`config.mk`:
```
export PLATFORM = sky130hd
export DESIGN_NAME = glay_kernel_top
export DESIGN_NICKNAME = d
export VERILOG_FILES = /design/src/source/glay_control_pkg.sv /design/src/source/glay_descriptor_pkg.sv /design/src/source/glay_descriptor_regs.sv /design/src/source/glay_kernel_control.sv /design/src/source/glay_graph_cluster.sv /design/src/source/glay_result_reduce.sv /design/src/source/glay_kernel_top.sv
export VERILOG_INCLUDE_DIRS = /design/src /design/src/source
export SDC_FILE = /design/constraint.sdc
export NUM_CORES = 1
export LEC_CHECK = 0
export BUFFER_PORTS_ARGS = -buffer_cell sky130_fd_sc_hd__clkbuf_2
export CORE_ASPECT_RATIO = 1.5
export CORE_MARGIN = 5
export CORE_UTILIZATION = 55
export CTS_CLUSTER_SIZE = 30
export DETAILED_ROUTE_END_ITERATION = 10
export PLACE_DENSITY_LB_ADDON = 0.25
export SLEW_MARGIN = 5
export SYNTH_ARGS = -nofsm -noshare
export SYNTH_HDL_FRONTEND = slang
export SYNTH_HIERARCHICAL = 1
export SYNTH_SLANG_ARGS = --single-unit
```
`constraint.sdc`:
```
create_clock -name ap_clk -period 4.95 [get_ports ap_clk]
set_clock_uncertainty 0.15 [all_clocks]
set_input_delay 0.2475 -clock ap_clk [delete_from_list [all_inputs] [get_ports ap_clk]]
set_output_delay 0.2475 -clock ap_clk [all_outputs]
set_load 0.01 [all_outputs]
```
`src/source/glay_kernel_params.svh`:
```
// ------------------------------
// Build-time sizing for the whole kernel
// Cluster count must stay well below 2**GLAY_VERTEX_W
// ------------------------------

`ifndef GLAY_KERNEL_PARAMS_SVH
`define GLAY_KERNEL_PARAMS_SVH

// Number of graph clusters in the array
`define GLAY_NUM_CLUSTERS 4

// Vertex id and vertex count width
`define GLAY_VERTEX_W 16

// Partial sum and result width, arithmetic wraps at this width
`define GLAY_SUM_W 32

// Cycles each cluster spends in setup after reset
`define GLAY_SETUP_CYCLES 20

// Descriptor bus widths
`define GLAY_DESC_ADDR_W 4
`define GLAY_DESC_DATA_W 32

`endif

```
`src/source/glay_control_pkg.sv`:
```
// ------------------------------
// Control-side types of the kernel sequencer
// ------------------------------

`include "glay_kernel_params.svh"

package glay_control_pkg;

    // Sequencer states, one word each
    typedef enum logic [2:0] {
        CTRL_RESET   = 3'd0,
        CTRL_IDLE    = 3'd1,
        // Waits for start and end of cluster setup
        CTRL_SETUP   = 3'd2,
        CTRL_READY   = 3'd3,
        // Launch strobe goes out here
        CTRL_START   = 3'd4,
        CTRL_BUSY    = 3'd5,
        // Reducer running
        CTRL_COLLECT = 3'd6,
        CTRL_DONE    = 3'd7
    } ctrl_state_t;

    // One bit per cluster
    // Used for the setup and done status vectors
    typedef logic [`GLAY_NUM_CLUSTERS-1:0] cluster_vec_t;

endpackage

```
`src/source/glay_descriptor_pkg.sv`:
```
// ------------------------------
// Run descriptor layout and datapath word types
// ------------------------------

`include "glay_kernel_params.svh"

package glay_descriptor_pkg;

    // Descriptor register addresses
    // Any other address is ignored on write
    typedef enum logic [`GLAY_DESC_ADDR_W-1:0] {
        DESC_VERTEX_COUNT = `GLAY_DESC_ADDR_W'(0),
        DESC_KEY          = `GLAY_DESC_ADDR_W'(1)
    } desc_field_t;

    // Host write data word
    typedef logic [`GLAY_DESC_DATA_W-1:0] desc_data_t;

    // Vertex id, also used for the vertex count
    typedef logic [`GLAY_VERTEX_W-1:0] vertex_t;

    // Partial and final sum, wraps on overflow
    typedef logic [`GLAY_SUM_W-1:0] sum_t;

endpackage

```
`src/source/glay_descriptor_regs.sv`:
```
// ------------------------------
// Host descriptor registers, written only while idle
// Write data above the field width is dropped
// ------------------------------

`timescale 1ns/1ps

`include "glay_kernel_params.svh"

module glay_descriptor_regs (
    input  logic                             ap_clk,
    input  logic                             control_areset,
    input  logic                             desc_write,
    input  glay_descriptor_pkg::desc_field_t desc_addr,
    input  glay_descriptor_pkg::desc_data_t  desc_data,
    input  logic                             ap_idle,
    output glay_descriptor_pkg::vertex_t     vertex_count,
    output glay_descriptor_pkg::vertex_t     key
);

    // Write enable, blocked for the whole run
    logic write_ok;

    // Field value cut from the write data
    glay_descriptor_pkg::vertex_t field_value;

    assign write_ok    = desc_write & ap_idle;
    assign field_value = desc_data[`GLAY_VERTEX_W-1:0];

// ------------------------------
//   Field registers
// ------------------------------

    always_ff @(posedge ap_clk) begin
        if (control_areset) begin
            vertex_count <= '0;
            key          <= '0;
        end
        else if (write_ok) begin
            case (desc_addr)
                glay_descriptor_pkg::DESC_VERTEX_COUNT: begin
                    vertex_count <= field_value;
                end
                glay_descriptor_pkg::DESC_KEY: begin
                    key <= field_value;
                end
                default: begin
                    // Unknown address, nothing to update
                end
            endcase
        end
    end

endmodule : glay_descriptor_regs

```
`src/source/glay_kernel_control.sv`:
```
// ------------------------------
// ap_ctrl style run sequencer with single-cycle strobes
// Start is held until every cluster has left setup
// ------------------------------

`timescale 1ns/1ps

module glay_kernel_control (
    input  logic                          ap_clk,
    input  logic                          control_areset,
    input  logic                          ap_start,
    input  glay_control_pkg::cluster_vec_t cluster_setup,
    input  glay_control_pkg::cluster_vec_t cluster_done,
    input  logic                          reduce_done,
    output logic                          ap_idle,
    output logic                          ap_ready,
    output logic                          ap_done,
    output logic                          launch,
    output logic                          collect
);

    glay_control_pkg::ctrl_state_t current_state;
    glay_control_pkg::ctrl_state_t next_state;

    // Latched start request
    logic start_pending;

    // Cluster status summaries
    logic setup_clear;
    logic all_done;

    assign setup_clear = ~|cluster_setup;
    assign all_done    = &cluster_done;

// ------------------------------
//   Start request
// ------------------------------

    // Only taken while idle, dropped otherwise
    always_ff @(posedge ap_clk) begin
        if (control_areset) begin
            start_pending <= 1'b0;
        end
        else if (next_state == glay_control_pkg::CTRL_READY) begin
            start_pending <= 1'b0;
        end
        else if (ap_start & ap_idle) begin
            start_pending <= 1'b1;
        end
    end

// ------------------------------
//   State register
// ------------------------------

    always_ff @(posedge ap_clk) begin
        if (control_areset) begin
            current_state <= glay_control_pkg::CTRL_RESET;
        end
        else begin
            current_state <= next_state;
        end
    end

    always_comb begin
        next_state = current_state;
        case (current_state)
            glay_control_pkg::CTRL_RESET: begin
                next_state = glay_control_pkg::CTRL_IDLE;
            end
            glay_control_pkg::CTRL_IDLE: begin
                next_state = glay_control_pkg::CTRL_SETUP;
            end
            glay_control_pkg::CTRL_SETUP: begin
                if (start_pending & setup_clear)
                    next_state = glay_control_pkg::CTRL_READY;
            end
            glay_control_pkg::CTRL_READY: begin
                next_state = glay_control_pkg::CTRL_START;
            end
            glay_control_pkg::CTRL_START: begin
                next_state = glay_control_pkg::CTRL_BUSY;
            end
            glay_control_pkg::CTRL_BUSY: begin
                // Done bits were cleared by launch one edge earlier
                if (all_done)
                    next_state = glay_control_pkg::CTRL_COLLECT;
            end
            glay_control_pkg::CTRL_COLLECT: begin
                if (reduce_done)
                    next_state = glay_control_pkg::CTRL_DONE;
            end
            glay_control_pkg::CTRL_DONE: begin
                next_state = glay_control_pkg::CTRL_IDLE;
            end
            default: begin
                next_state = glay_control_pkg::CTRL_RESET;
            end
        endcase
    end

// ------------------------------
//   Output registers
// ------------------------------

    // Registered from the state being entered, so each flag lines up with its state
    always_ff @(posedge ap_clk) begin
        if (control_areset) begin
            ap_idle  <= 1'b1;
            ap_ready <= 1'b0;
            ap_done  <= 1'b0;
            launch   <= 1'b0;
            collect  <= 1'b0;
        end
        else begin
            ap_idle  <= (next_state == glay_control_pkg::CTRL_RESET) |
                        (next_state == glay_control_pkg::CTRL_IDLE)  |
                        (next_state == glay_control_pkg::CTRL_SETUP) |
                        (next_state == glay_control_pkg::CTRL_DONE);
            ap_ready <= (next_state == glay_control_pkg::CTRL_READY);
            launch   <= (next_state == glay_control_pkg::CTRL_START);
            // One pulse on entry only, the state itself may last longer
            collect  <= (next_state == glay_control_pkg::CTRL_COLLECT) &
                        (current_state != glay_control_pkg::CTRL_COLLECT);
            ap_done  <= (next_state == glay_control_pkg::CTRL_DONE);
        end
    end

endmodule : glay_kernel_control

```
`src/source/glay_graph_cluster.sv`:
```
// ------------------------------
// Stand-in processing element, sums vertex id XOR key
// over its interleaved share of the vertex range
// ------------------------------

`timescale 1ns/1ps

`include "glay_kernel_params.svh"

module glay_graph_cluster #(
    parameter int unsigned CLUSTER_ID = 0
) (
    input  logic                         ap_clk,
    input  logic                         control_areset,
    input  logic                         launch,
    input  glay_descriptor_pkg::vertex_t vertex_count,
    input  glay_descriptor_pkg::vertex_t key,
    output logic                         cluster_setup,
    output logic                         cluster_done,
    output glay_descriptor_pkg::sum_t    partial
);

    localparam int unsigned SETUP_W = $clog2(`GLAY_SETUP_CYCLES + 1);
    // One spare bit so the last step cannot wrap
    localparam int unsigned WALK_W  = `GLAY_VERTEX_W + 1;

    logic [SETUP_W-1:0] setup_count;
    logic               walking;
    logic [WALK_W-1:0]  vertex;
    logic               in_range;

    // Descriptor copy taken at launch
    glay_descriptor_pkg::vertex_t count_q;
    glay_descriptor_pkg::vertex_t key_q;

// ------------------------------
//   Setup countdown
// ------------------------------

    always_ff @(posedge ap_clk) begin
        if (control_areset) begin
            setup_count <= SETUP_W'(`GLAY_SETUP_CYCLES);
        end
        else if (setup_count != '0) begin
            setup_count <= setup_count - 1'b1;
        end
    end

    assign cluster_setup = (setup_count != '0);

// ------------------------------
//   Vertex walk
// ------------------------------

    assign in_range = (vertex < {1'b0, count_q});

    // Walk ends on the first cycle past the range
    always_ff @(posedge ap_clk) begin
        if (control_areset) begin
            walking      <= 1'b0;
            cluster_done <= 1'b0;
        end
        else if (launch) begin
            walking      <= 1'b1;
            cluster_done <= 1'b0;
        end
        else if (walking & ~in_range) begin
            walking      <= 1'b0;
            cluster_done <= 1'b1;
        end
    end

    // Datapath
    always_ff @(posedge ap_clk) begin
        if (launch) begin
            vertex  <= WALK_W'(CLUSTER_ID);
            count_q <= vertex_count;
            key_q   <= key;
            partial <= '0;
        end
        else if (walking & in_range) begin
            // Zero-extended XOR term
            partial <= partial + glay_descriptor_pkg::sum_t'(vertex[`GLAY_VERTEX_W-1:0] ^ key_q);
            vertex  <= vertex + WALK_W'(`GLAY_NUM_CLUSTERS);
        end
    end

endmodule : glay_graph_cluster

```
`src/source/glay_result_reduce.sv`:
```
// ------------------------------
// Serial adder over the cluster partials
// Partials must hold still until reduce_done
// ------------------------------

`timescale 1ns/1ps

`include "glay_kernel_params.svh"

module glay_result_reduce (
    input  logic                                                 ap_clk,
    input  logic                                                 control_areset,
    input  logic                                                 collect,
    input  glay_descriptor_pkg::sum_t [`GLAY_NUM_CLUSTERS-1:0] partials,
    output logic                                                 reduce_done,
    output glay_descriptor_pkg::sum_t                            result,
    output logic                                                 result_valid
);

    localparam int unsigned IDX_W = $clog2(`GLAY_NUM_CLUSTERS + 1);
    localparam logic [IDX_W-1:0] LAST_IDX = IDX_W'(`GLAY_NUM_CLUSTERS);

    logic             active;
    logic [IDX_W-1:0] idx;

    glay_descriptor_pkg::sum_t acc;

    // Sequencing and result register
    always_ff @(posedge ap_clk) begin
        if (control_areset) begin
            active       <= 1'b0;
            idx          <= '0;
            reduce_done  <= 1'b0;
            result_valid <= 1'b0;
            result       <= '0;
        end
        else begin
            reduce_done  <= 1'b0;
            result_valid <= 1'b0;
            if (collect) begin
                active <= 1'b1;
                idx    <= IDX_W'(1);
            end
            else if (active) begin
                if (idx == LAST_IDX) begin
                    active       <= 1'b0;
                    reduce_done  <= 1'b1;
                    result_valid <= 1'b1;
                    result       <= acc;
                end
                else begin
                    idx <= idx + 1'b1;
                end
            end
        end
    end

    // Accumulator, cluster 0 loads on collect
    always_ff @(posedge ap_clk) begin
        if (collect) begin
            acc <= partials[0];
        end
        else if (active & (idx != LAST_IDX)) begin
            acc <= acc + partials[idx];
        end
    end

endmodule : glay_result_reduce

```
`src/source/glay_kernel_top.sv`:
```
// ------------------------------
// Kernel top, descriptor regs to reducer
// Host strobes carry no back-pressure
// ------------------------------

`timescale 1ns/1ps

`include "glay_kernel_params.svh"

module glay_kernel_top (
    input  logic                             ap_clk,
    input  logic                             control_areset,
    input  logic                             ap_start,
    input  logic                             desc_write,
    input  glay_descriptor_pkg::desc_field_t desc_addr,
    input  glay_descriptor_pkg::desc_data_t  desc_data,
    output logic                             ap_idle,
    output logic                             ap_ready,
    output logic                             ap_done,
    output glay_descriptor_pkg::sum_t        result,
    output logic                             result_valid
);

    // Descriptor fields
    glay_descriptor_pkg::vertex_t vertex_count;
    glay_descriptor_pkg::vertex_t key;

    // Control strobes
    logic launch;
    logic collect;
    logic reduce_done;

    // Cluster status and results
    glay_control_pkg::cluster_vec_t                      cluster_setup;
    glay_control_pkg::cluster_vec_t                      cluster_done;
    glay_descriptor_pkg::sum_t [`GLAY_NUM_CLUSTERS-1:0] partials;

    glay_descriptor_regs u_descriptor_regs (
        .ap_clk         (ap_clk),
        .control_areset (control_areset),
        .desc_write     (desc_write),
        .desc_addr      (desc_addr),
        .desc_data      (desc_data),
        .ap_idle        (ap_idle),
        .vertex_count   (vertex_count),
        .key            (key)
    );

    glay_kernel_control u_kernel_control (
        .ap_clk         (ap_clk),
        .control_areset (control_areset),
        .ap_start       (ap_start),
        .cluster_setup  (cluster_setup),
        .cluster_done   (cluster_done),
        .reduce_done    (reduce_done),
        .ap_idle        (ap_idle),
        .ap_ready       (ap_ready),
        .ap_done        (ap_done),
        .launch         (launch),
        .collect        (collect)
    );

    // Cluster array, one interleave slot each
    for (genvar i = 0; i < `GLAY_NUM_CLUSTERS; i++) begin : g_cluster
        glay_graph_cluster #(
            .CLUSTER_ID (i)
        ) u_graph_cluster (
            .ap_clk         (ap_clk),
            .control_areset (control_areset),
            .launch         (launch),
            .vertex_count   (vertex_count),
            .key            (key),
            .cluster_setup  (cluster_setup[i]),
            .cluster_done   (cluster_done[i]),
            .partial        (partials[i])
        );
    end

    glay_result_reduce u_result_reduce (
        .ap_clk         (ap_clk),
        .control_areset (control_areset),
        .collect        (collect),
        .partials       (partials),
        .reduce_done    (reduce_done),
        .result         (result),
        .result_valid   (result_valid)
    );

endmodule : glay_kernel_top

```
==> impl_metrics.csv <==
group,metric,value,unit
outcome,status,"finished, final reports clean",
timing,timing.final.crit_share,79.5,%
worst_setup_path,r2r-start,"u_result_reduce/idx[0]$_SDFFE_PP0P_",
timing,tightestPinTransition,1.05,ns
hold_path,hold_end,"g_cluster[0].u_graph_cluster/setup_count[0]$_SDFFE_PP0P_",
worst_setup_path,worstSetupPathType,"register to register",
worst_setup_path,critPathMostFrequentCell,"o21ai_1",
placed_design,io_buffers,59,
pwr,cell_internal_pwr,8300,uW
pwr,clkPwrFrac,27.0,%
die,io_pins,76,
pwr,p_leak,0.0112,uW
pwr,pwr_density_cell,469,nW/um^2
placed_design,place_hpwl,50000,um
pwr,p_seq_share,37.1,%
logic_synthesis,syn_nets,2817,
logic_synthesis,synth.top_cells.by_count,"dfxtp_1, nand2_1, a21oi_1",
cts,postCtsSetupBuffers,0,
placed_design,gp_congestion,0.955,
pwr,power.switching,4700,uW
global_route,overflow,0,
worst_setup_path,cp_slowest_stage_delay,0.68,ns
die,chipHeight,273,um
worst_setup_path,worstPathRequired,5.09,ns
logic_synthesis,ys.flop_type,"dfxtp_1",
worst_setup_path,cp-end-kind,"register",
logic_synthesis,synth_seq_cells,451,
die,chipWidth,185,um
hold_path,hold_path_class,"input pin to register",
layout,n_antenna_cell,0,
global_route,grtUsageTotal,25.9,%
timing,setup_tns,0,ns
logic_synthesis,synthesis.area,25300,um^2
logic_synthesis,yosysUniqueCellTypes,118,
worst_setup_path,r2r_cells,10,
timing,drv_slew,0,
timing,hold_violations,0,
pwr,swShare,36.1,%
worst_setup_path,arrival,4.07,ns
hold_path,min_from,"control_areset",
logic_synthesis,yosysMostFrequentCell,"dfxtp_1",
detailed_routing,first_pass_iters,6,
cts,htree_levels,2,
logic_synthesis,yosysTopAreaCell,"dfxtp_1",
detailed_routing,wirelength,65600,um
cts,clkLatencyLatePin,0.58,ns
logic_synthesis,yosysWarnings,6,
layout,drive_gt1_share,10.2,%
placed_design,dp_slack,1.00,ns
die,core-area,45600,um^2
logic_synthesis,seq_area_frac_synth,41.9,%
timing,rsz0062_at_grt,"false",
logic_synthesis,synth-edff-count,157,
logic_synthesis,synthTopCellsByArea,"dfxtp_1, edfxtp_1, ha_1, a21oi_1, xor2_1",
layout,finish.utilization,60.8,%
die,rows,96,
detailed_routing,avgViaCountPerCell,6.01,
detailed_routing,wl_per_cell,20.0,um
cts,cts_made_buffers,45,
die,start_util,55.5,%
worst_setup_path,startpoint_type,"register",
worst_setup_path,crit_fanout,17,
timing,finalCriticalPeriod,3.93,ns
global_route,grt_max_degree,86,
die,die-area,50500,um^2
timing,fmax,0.254,GHz
worst_setup_path,crit_slowest_cell,"dfxtp_2",
logic_synthesis,syn-instance-count,2608,
global_route,antenna_found_initial,0,
run,maxCapViolCount,0,
cts,clock_path_buffers,3,
detailed_routing,drtIter0Drc,1109,
cts,clk_pin_slew,0.06,ns
timing,setup_ws,1.02,ns
cts,clock-sinks,451,
detailed_routing,ant_nets,0,
pwr,ir_worst_vdd,0.303,mV
cts,cts-root-buf,"clkbuf_16",
layout,areaGrowthSynthToFinish,9.55,%
logic_synthesis,synth_top_area_share,23.2,%
worst_setup_path,worstPathCellList,"mux4_2 -> ha_1 -> fa_1 -> a21o_1 -> a31oi_1 -> o21ai_1 -> a41o_1 -> a211oi_2 -> xor2_1 -> o21ai_1",
detailed_routing,vias,19673,
global_route,grt_pass1_vias,19949,
layout,nets,2859,
cts,cts_tree,"done",
pwr,combPwrFrac,35.9,%
logic_synthesis,syn_area_per_cell,9.71,um^2
hold_path,whs_path_depth,2,
worst_setup_path,rrSetupSlack,1.02,ns
detailed_routing,drc,0,
global_route,grt_pass1_wl,104000,um
cts,ctsResizeCount,0,
worst_setup_path,rr_endpoint,"u_result_reduce/acc[18]$_DFFE_PP_",
timing,setup-violations-final,0,
timing,slew_headroom,29.7,%
logic_synthesis,async_reset_ff_share,0,%
## flip-flops by register name (all words and copies together) (netlist names)
name and flops:
u_result_reduce/result 32, g_cluster.u_graph_cluster/partial 128, u_kernel_control/collect 1, u_result_reduce/acc 32, u_kernel_control/launch 1, u_kernel_control/current_state 3
g_cluster.u_graph_cluster/count_q 61, g_cluster.u_graph_cluster/vertex 60, g_cluster.u_graph_cluster/walking 4, u_result_reduce/idx 3, u_descriptor_regs/vertex_count 16, u_result_reduce/active 1
u_result_reduce/result_valid 1, u_descriptor_regs/key 16, g_cluster.u_graph_cluster/setup_count 20, u_kernel_control/ap_idle 1, g_cluster.u_graph_cluster/cluster_done 4, u_kernel_control/start_pending 1
g_cluster.u_graph_cluster/key_q 64, u_kernel_control/ap_ready 1, u_kernel_control/ap_done 1
## power groups by stage
stage / logic [uW] / registers (uW) / clock network (uW)
after floorplan: 3630 / 4690 / 0
after global placement: 4410 / 4850 / 0
after detailed placement: 4560 / 4880 / 0
after CTS: 4610 / 4800 / 3570
after global routing: 5180 / 4870 / 3730
final: 4670 / 4820 / 3510
## cells by family (layout without fill, tap and decap cells)
family | after synthesis | count (layout) | share of synthesized area, %
xor gates and xnor gates | 192 | 192 | 6.64
muxes | 107 | 107 | 5.88
AOI/OAI and AO/OA | 574 | 574 | 15.5
and+or+nand+nor | 876 | 876 | 17.4
adders and majority gates | 169 | 169 | 8.50
DFF | 451 | 451 | 41.9
buffers and inverters | 239 | 318 | 4.27
## layer usage
| layer | vias to the layer above | track usage, % | wire (um) |
|---|---|---|---|
| li1 | 9529 | - | - |
| met1 | 9515 | 28.8 | 25000 |
| met2 | 475 | 48.4 | 34800 |
| met3 | 154 | 3.02 | 2450 |
| met4 | 0 | 12.3 | 3340 |
| met5 | - | 0 | 0 |
## critical path: cells and delay by family (launching register included)
family	cells	cell delay [ns]
compound gates	6	1.37
flops	1	0.68
fa+ha+maj	2	0.66
mux	1	0.59
xor+xnor	1	0.20
## cell type report
class                   instances  area [um^2]
clock buffers                  54         1220
clock inverters                30          303
fillers                      3879        17900
inverters                     127          477
multi-input cells            1918        13600
flip-flops and latches        451        10600
well taps                     588          736
repair buffers                107          756
## metrics by stage
step	instance area [um^2]	hold WS, ns	instances	power, uW
after CTS	27700	0.0516	3275	13000
after floorplan	25300	0.169	2608	8330
after global routing	27700	0.0856	3275	13800
after global placement	26000	0.285	3167	9260
after detailed placement	26000	0.290	3167	9440
final	27700	0.0403	3275	13000
## how the worst max path moves through the flow
| stage | startpoint | end | slack (ns) | depth (start not counted) |
|---|---|---|---|---|
| 6_report | u_result_reduce/idx[0]$_SDFFE_PP0P_ | u_result_reduce/acc[18]$_DFFE_PP_ | 1.02 | 10 |
| 5_1_grt | u_result_reduce/idx[0]$_SDFFE_PP0P_ | u_result_reduce/acc[18]$_DFFE_PP_ | 0.82 | 10 |
| 4_1_cts | u_result_reduce/idx[0]$_SDFFE_PP0P_ | u_result_reduce/acc[18]$_DFFE_PP_ | 1.0 | 10 |
| 3_5_place_dp | u_result_reduce/idx[0]$_SDFFE_PP0P_ | u_result_reduce/acc[29]$_DFFE_PP_ | 1.00 | 10 |
| 3_3_place_gp | u_result_reduce/idx[0]$_SDFFE_PP0P_ | u_result_reduce/acc[29]$_DFFE_PP_ | 1.01 | 10 |
| 2_1_floorplan | u_kernel_control/launch$_SDFF_PP0_ | g_cluster[3].u_graph_cluster/partial[5]$_SDFFE_PP0P_ | 0.46 | 4 |
## layout by cell type (no fill, tap or decap), types with 24 or more instances in the layout
master           n
nand4_1         44
edfxtp_1       157
or3_1           25
nor3_1          46
and3_1          31
dlygate4sd3_1   24
xor2_1         114
dfxtp_1        291
o31ai_1         25
a21oi_1        209
nand2b_1        68
nor2b_1         26
o21ai_0         55
o21ai_1         30
inv_1          125
mux4_2          32
clkbuf_16       46
ha_1           164
nand2_1        258
clkbuf_2        58
nor2_1         206
a21o_1          38
nand3_1         71
mux2i_1         61
xnor2_1         78
## repair_timing
item	CTS	global route
hold buffers	24	0
endpoints found under the hold margin	33	0
endpoints found under the setup margin	0	0
No activity file was read; power rests on OpenSTA's default activity.
